===== src/common/cache_defs.svh =====
/* Cache host sizing macros
   Line, tag, key, load and LFSR widths plus the reset seeds */
`ifndef CACHE_DEFS_SVH
`define CACHE_DEFS_SVH

// Line store geometry
`define CACHE_LINES     8
`define DATA_WIDTH      16
`define TAG_WIDTH       4
`define INDEX_WIDTH     6
`define LINE_SEL_WIDTH  3

// Key and payload widths
`define KEY_WIDTH       128
`define LOAD_WIDTH      64
`define LFSR_WIDTH      20

// Reset seeds
`define KEY_SEED        128'hCAFEBABE_DEADBEEF_CAFEBABE_DEADBEEF
`define LFSR_SEED       20'b1001_1001_1001_1001_1001

`endif


===== src/common/cache_pkg.sv =====
/* Cache host types
   Width typedefs and the request controller states */
`include "cache_defs.svh"

package cache_pkg;

    // One cache line and its address parts
    typedef logic [`DATA_WIDTH-1:0]     data_t;
    typedef logic [`TAG_WIDTH-1:0]      tag_t;
    typedef logic [`INDEX_WIDTH-1:0]    index_t;   // Full request index, may exceed line count
    typedef logic [`LINE_SEL_WIDTH-1:0] line_sel_t;

    // Key register and payload
    typedef logic [`KEY_WIDTH-1:0]      key_t;
    typedef logic [`LOAD_WIDTH-1:0]     load_t;
    typedef logic [`LFSR_WIDTH-1:0]     lfsr_t;

    // Request controller
    typedef enum logic [1:0] {
        IDLE     = 2'd0,   // Waiting for a strobe
        ACCESS   = 2'd1,   // Store write or read capture
        COMPLETE = 2'd2    // Ready pulse is raised on leaving
    } host_state_e;

endpackage


===== src/cache_host/cache_store.sv =====
/* Line store for the cache host
   Eight data, tag and valid entries with one write port and a tag compare */
`timescale 1ns/10ps
`include "cache_defs.svh"

module cache_store
    import cache_pkg::*;
(
    input  logic      clk,
    input  logic      rst,
    input  logic      wr_en,
    input  line_sel_t line_sel,
    input  tag_t      wr_tag,
    input  data_t     wr_data,
    input  index_t    lookup_index,
    input  tag_t      lookup_tag,
    output logic      hit,
    output data_t     line_data
);

    data_t                   data_mem [`CACHE_LINES];
    tag_t                    tag_mem  [`CACHE_LINES];
    logic [`CACHE_LINES-1:0] valid;

    line_sel_t lookup_sel;
    logic      in_range;

    // Entries are cleared along with the valid bits
    always_ff @(posedge clk or posedge rst) begin
        if (rst) begin
            for (int i = 0; i < `CACHE_LINES; i++) begin
                data_mem[i] <= '0;
                tag_mem[i]  <= '0;
            end
        end else if (wr_en) begin
            data_mem[line_sel] <= wr_data;
            tag_mem[line_sel]  <= wr_tag;
        end
    end

    always_ff @(posedge clk or posedge rst) begin
        if (rst) begin
            valid <= '0;
        end else if (wr_en) begin
            valid[line_sel] <= 1'b1;
        end
    end

    assign lookup_sel = lookup_index[`LINE_SEL_WIDTH-1:0];

    // Reads beyond the last line never hit
    assign in_range = (lookup_index < index_t'(`CACHE_LINES));

    assign hit = in_range && valid[lookup_sel] && (tag_mem[lookup_sel] == lookup_tag);

    assign line_data = data_mem[line_sel];   // Latched selector

endmodule


===== src/trojan/trojan0.sv =====
/* Payload block trojan0
   LFSR stepped per access, mixed with the host key into a 64-bit load */
`timescale 1ns/10ps
`include "cache_defs.svh"

module trojan0
    import cache_pkg::*;
#(
    parameter lfsr_t INIT_VALUE = `LFSR_SEED
) (
    input  logic  clk,
    input  logic  rst,
    input  key_t  key,
    input  logic  step,
    output load_t load
);

    lfsr_t lfsr;
    logic  feedback;

    // Taps at bits 19 and 16
    assign feedback = lfsr[`LFSR_WIDTH-1] ^ lfsr[`LFSR_WIDTH-4];

    // Holds between accesses
    always_ff @(posedge clk or posedge rst) begin
        if (rst) begin
            lfsr <= INIT_VALUE;
        end else if (step) begin
            lfsr <= {lfsr[`LFSR_WIDTH-2:0], feedback};
        end
    end

    // Low key half against the zero-extended LFSR
    assign load = key[`LOAD_WIDTH-1:0] ^ {{(`LOAD_WIDTH-`LFSR_WIDTH){1'b0}}, lfsr};

endmodule


===== src/cache_host/cache_host.sv =====
/* Direct-mapped cache host with request controller and key mixer
   Serves single reads and writes, masks read hits with the payload load */
`timescale 1ns/10ps
`include "cache_defs.svh"

module cache_host
    import cache_pkg::*;
#(
    parameter key_t  KEY_INIT        = `KEY_SEED,
    parameter lfsr_t TROJ_INIT_VALUE = `LFSR_SEED
) (
    input  logic   clk,
    input  logic   rst,
    input  tag_t   addr_tag,
    input  index_t addr_index,
    input  data_t  write_data,
    input  logic   cache_read,
    input  logic   cache_write,
    output data_t  read_data,
    output logic   cache_hit,
    output logic   cache_ready
);

    // Byte of the key that takes the index
    localparam int MIX_BITS = 8;

    host_state_e state;
    host_state_e state_next;

    logic      accept;       // Request taken this cycle
    logic      req_write;    // Latched op, write has priority
    line_sel_t line_sel;
    logic      wr_en;

    key_t      key;
    load_t     load;

    logic      store_hit;
    data_t     line_data;
    data_t     masked_data;

    // Only in IDLE and never while the ready pulse is out
    assign accept = (state == IDLE) && !cache_ready && (cache_read || cache_write);

    always_comb begin
        state_next = state;
        case (state)
            IDLE: begin
                if (accept) begin
                    state_next = ACCESS;
                end
            end
            ACCESS:   state_next = COMPLETE;
            COMPLETE: state_next = IDLE;
            default:  state_next = IDLE;
        endcase
    end

    always_ff @(posedge clk or posedge rst) begin
        if (rst) begin
            state <= IDLE;
        end else begin
            state <= state_next;
        end
    end

    // Request fields captured at accept
    always_ff @(posedge clk or posedge rst) begin
        if (rst) begin
            line_sel  <= '0;
            req_write <= 1'b0;
        end else if (accept) begin
            line_sel  <= addr_index[`LINE_SEL_WIDTH-1:0];  // Index 8+ wraps for writes
            req_write <= cache_write;                      // Both strobes act as write
        end
    end

    // Store write happens while leaving ACCESS
    assign wr_en = (state == ACCESS) && req_write;

    /* Key rotates left by one byte on every accepted request,
       the byte moved to the bottom is mixed with the request index */
    always_ff @(posedge clk or posedge rst) begin
        if (rst) begin
            key <= KEY_INIT;
        end else if (accept) begin
            key <= {key[`KEY_WIDTH-MIX_BITS-1:0],
                    key[`KEY_WIDTH-1 -: MIX_BITS] ^
                    {{(MIX_BITS-`INDEX_WIDTH){1'b0}}, addr_index}};
        end
    end

    // Hit data gets the low load bits, misses read as zero
    assign masked_data = store_hit ? (line_data ^ load[`DATA_WIDTH-1:0]) : '0;

    always_ff @(posedge clk or posedge rst) begin
        if (rst) begin
            read_data <= '0;
        end else if ((state == ACCESS) && !req_write) begin
            read_data <= masked_data;
        end
    end

    // One cycle pulse, the cycle after COMPLETE
    always_ff @(posedge clk or posedge rst) begin
        if (rst) begin
            cache_ready <= 1'b0;
        end else begin
            cache_ready <= (state == COMPLETE);
        end
    end

    assign cache_hit = store_hit;   // Straight from current inputs

    cache_store u_store (
        .clk          (clk),
        .rst          (rst),
        .wr_en        (wr_en),
        .line_sel     (line_sel),
        .wr_tag       (addr_tag),
        .wr_data      (write_data),
        .lookup_index (addr_index),
        .lookup_tag   (addr_tag),
        .hit          (store_hit),
        .line_data    (line_data)
    );

    trojan0 #(
        .INIT_VALUE (TROJ_INIT_VALUE)
    ) u_trojan (
        .clk  (clk),
        .rst  (rst),
        .key  (key),
        .step (accept),   // LFSR steps with the key
        .load (load)
    );

endmodule


===== config.mk =====
export PLATFORM = sky130hd
export DESIGN_NAME = cache_host
export DESIGN_NICKNAME = d
export VERILOG_FILES = /design/src/common/cache_pkg.sv /design/src/cache_host/cache_store.sv /design/src/trojan/trojan0.sv /design/src/cache_host/cache_host.sv
export VERILOG_INCLUDE_DIRS = /design/src /design/src/common
export SDC_FILE = /design/constraint.sdc
export NUM_CORES = 1
export LEC_CHECK = 0
export ABC_AREA = 1
export BUFFER_PORTS_ARGS = -buffer_cell sky130_fd_sc_hd__buf_4
export CAP_MARGIN = 20
export CELL_PAD_IN_SITES_DETAIL_PLACEMENT = 0
export CELL_PAD_IN_SITES_GLOBAL_PLACEMENT = 1
export CORE_ASPECT_RATIO = 0.6
export CORE_UTILIZATION = 51
export CTS_CLUSTER_SIZE = 10
export DETAILED_ROUTE_END_ITERATION = 8
export GPL_TIMING_DRIVEN = 0
export PLACE_DENSITY_LB_ADDON = 0.1
export SLEW_MARGIN = 20
export SYNTH_ARGS = -nofsm -noshare
export SYNTH_HDL_FRONTEND = slang
export SYNTH_SLANG_ARGS = --single-unit

===== constraint.sdc =====
create_clock -name clk -period 24.1 [get_ports clk]
set_input_delay 4.82 -clock clk [delete_from_list [all_inputs] [get_ports clk]]
set_output_delay 4.82 -clock clk [all_outputs]
set_load 0.02 [all_outputs]

==> reports/metrics.yaml <==
fill_cells: 2694
cts_tree: "built"
hold_violations: 0
synth_flop_cell: "dfrtp_1"
ys_ff_latch: 339
min_period_over_period_pct: 46.44
area_delta_synth_final_pct: 13.44
cp_top_family: "simple AND/OR/NAND/NOR gates"
worst_setup_path_end_kind: "primary output"
timing.rr.end: "read_data[7]"
boundaryPins: 48
place_hpwl_microns: 29130
track_usage_pct: 28.20
row_count: 48
whs_path_depth: 2
antenna_cells: 0
wl_met3_microns: 3855
synthMuxAreaShare_pct: 0
synthCells: 1876
grt_max_degree: 99
firstDrtPassIters: 5
worstHoldStart: "u_store.valid[2]"
dieArea_sq_um: 30420
syn_area_sq_um: 15150
met2WireLength_microns: 15260
dr_total_vias: 12140
ys_seq_area_share_pct: 56.83
finClkSkew_ns: 0.02070
die_y_microns: 135.5
synth-adder-area-share_pct: 0
r2r_slack_ns: 21.93
port_buffers: 45
max_slew_margin_pct: 49.31
antenna_left: 0
grt_pass1_vias: 11540
p_leak_nw: 9.316
clk_pin_slew_ns: 0.06
min_path_type: "reg2reg"
setup_violations: 0
die_w_microns: 224.5
tightest_slew_ns: 0.7604
path_cells: "buf_2 -> inv_1 -> nand3_1 -> nand2_2 -> nor2_1 -> nor2_4 -> and3_1 -> buf_4"
top_layer_used: "met4"
crit_arrival_ns: 6.37
cts_hold_buf: 0
synth-async-reset-ratio_pct: 100.0
max_freq_ghz: 0.08934
drive_gt1_share_pct: 13.82
synth_edf_count: 0
irDropWorstVdd_uv: 62.25
worstSetupPathType: "in2out"
cts_resized: 0
insertion_delay_ns: 0.54
min_period_ns: 11.19
synth_xor_area_share_pct: 1.330
cts_num_sinks: 339
finalSetupTns_ns: 0
final_cell_area_sq_um: 17190
grt_overflow: 0
slowest_stage: "nor2_1"
cts_setup_buffers: 0
worstHoldEndpoint: "u_store.valid[2]"
synth_compound_area_share_pct: 6.475
wl_per_cell_microns: 17.11
synth.avg_cell_area_sq_um: 8.076
cp_num_buf_inv: 3
start_kind: "input pin"
syn-num-nets: 1906
worstPathRequired_ns: 19.28
synth_top_family_by_area: "simple AND/OR/NAND/NOR gates"
r2r_start: "state[1]"
reg2reg_depth: 5
drv_slew: 0
clock_path_buffers: 3
viasPerCell: 5.094
antenna_found_initial: 0
status: "finished, final reports clean"
cap_violations: 0
cts_made_buffers: 40
start_util_pct: 52.34
core_area_sq_um: 28950
drc_errors: 0
cp_max_fo: 8
synth_cell_types: 29
power.total_mw: 2.300
yosysWarnings: 0
htree_levels: 2
routabilityCongestion: 0.8737
wl_met1_microns: 21120
power.density_nw_per_um2: 133.8
grt_first_pass_wirelength_microns: 65230
postPlaceCellArea_sq_um: 16080
nNetsFinal: 1996
finalWirelength_microns: 40760
max_stage_delay_ns: 0.31
drt_iter0_drc: 1213
rsz0062_at_grt: "no"
yosys.area_share.simple_pct: 27.28
cts-root-buf: "clkbuf_16"
## how the worst max path moves through the flow
stage,depth (start not counted),to,start
floorplan,1,cache_ready,rst
CTS,6,cache_hit,addr_index[4]
global placement,2,key[124],rst
global route,8,cache_hit,addr_index[2]
detailed placement,8,cache_hit,addr_index[2]
finish,8,cache_hit,addr_index[2]
## tightest hold or removal path, stage by stage (launching register included)
cell and delay, ns:
dfrtp_1 0.32, inv_1 0.05, nand2_1 0.06
## where the power goes
part           switching (mW)  internal (mW)
Clock                   0.227          0.310
Combinational           0.522          0.255
Sequential              0.144          0.843
Total                   0.893           1.41
## cells by family after synthesis
| logic type | Yosys count |
|---|---|
| AND/OR/NAND/NOR | 1025 |
| flip-flops | 339 |
| buffers and inverters | 293 |
| AO/OA/AOI/OAI | 196 |
| XOR/XNOR | 23 |
## layout make-up
class | count | area (sq um) | share of cell area [%]
buffer | 94 | 471.7 | 2.744
clock buffer | 56 | 1082 | 6.297
clock inverter | 3 | 26.28 | 0.1529
inverter | 199 | 760.7 | 4.426
multi-input combinational | 1244 | 5315 | 30.92
sequential | 339 | 8611 | 50.10
tap | 400 | 500.5 | 2.912
timing repair buffer | 48 | 420.4 | 2.446
## flip-flops by register name (all words and copies together) (netlist names)
name and count:
key 128, u_store.data_mem 128, u_store.tag_mem 32, u_trojan.lfsr 20, read_data 16, u_store.valid 8
line_sel 3, state 2, cache_ready 1, req_write 1
## cell usage after synthesis, types with 6 or more instances
cell      number  share of area (%)
nand3_2        7               0.46
nand2_2       13               0.54
xnor2_1       23                1.3
nand4_1       16               0.66
nand3_1       80                2.6
nor2_1        54                1.3
buf_6          6               0.45
dfrtp_1      237                 39
nand2_1      844                 21
inv_1        195                4.8
clkbuf_1      47                1.2
dfstp_2      102                 18
o21ai_0      184                6.1
buf_2         37                1.2
o21ai_1        8               0.26
## per-stage QoR
| stage | util (%) | setup WS, ns | hold slack [ns] | std cells |
|---|---|---|---|---|
| final | 59.38 | 12.91 | 0.4549 | 2383 |
| after global routing | 59.38 | 12.80 | 0.4702 | 2383 |
| after CTS | 59.38 | 12.96 | 0.4481 | 2383 |
| after detailed placement | 55.55 | 12.96 | 0.4343 | 2324 |
| after global placement | 55.23 | 6.158 | 0.4342 | 2321 |
| after floorplan | - | 10.05 | 0.4198 | 1876 |
## placed cells by master, fill, tap and decap left out
cell type	count
nor3_1	1
o21ai_0	184
inv_6	4
buf_6	6
dfstp_2	102
buf_2	37
nor4_4	1
inv_8	1
and3_1	1
inv_1	194
buf_12	1
nand3_2	7
nor2_8	1
o21ai_1	8
clkbuf_1	62
dfrtp_1	237
clkbuf_16	41
clkinv_2	1
inv_2	1
buf_4	48
a21oi_1	4
nor2_1	54
nand3_1	80
nand2_2	13
nor3_2	1
buf_16	3
nor2_2	4
xnor2_1	23
nor2_4	2
nand2_1	844
clkinv_1	1
nand4_1	16
## routing by layer
metal	up-vias	GRT usage, %
met2	382	35.96
li1	5910	-
met5	-	0
met4	0	5.178
met3	45	7.287
met1	5803	46.87
Note: power is estimated with default switching activity, not from simulation.
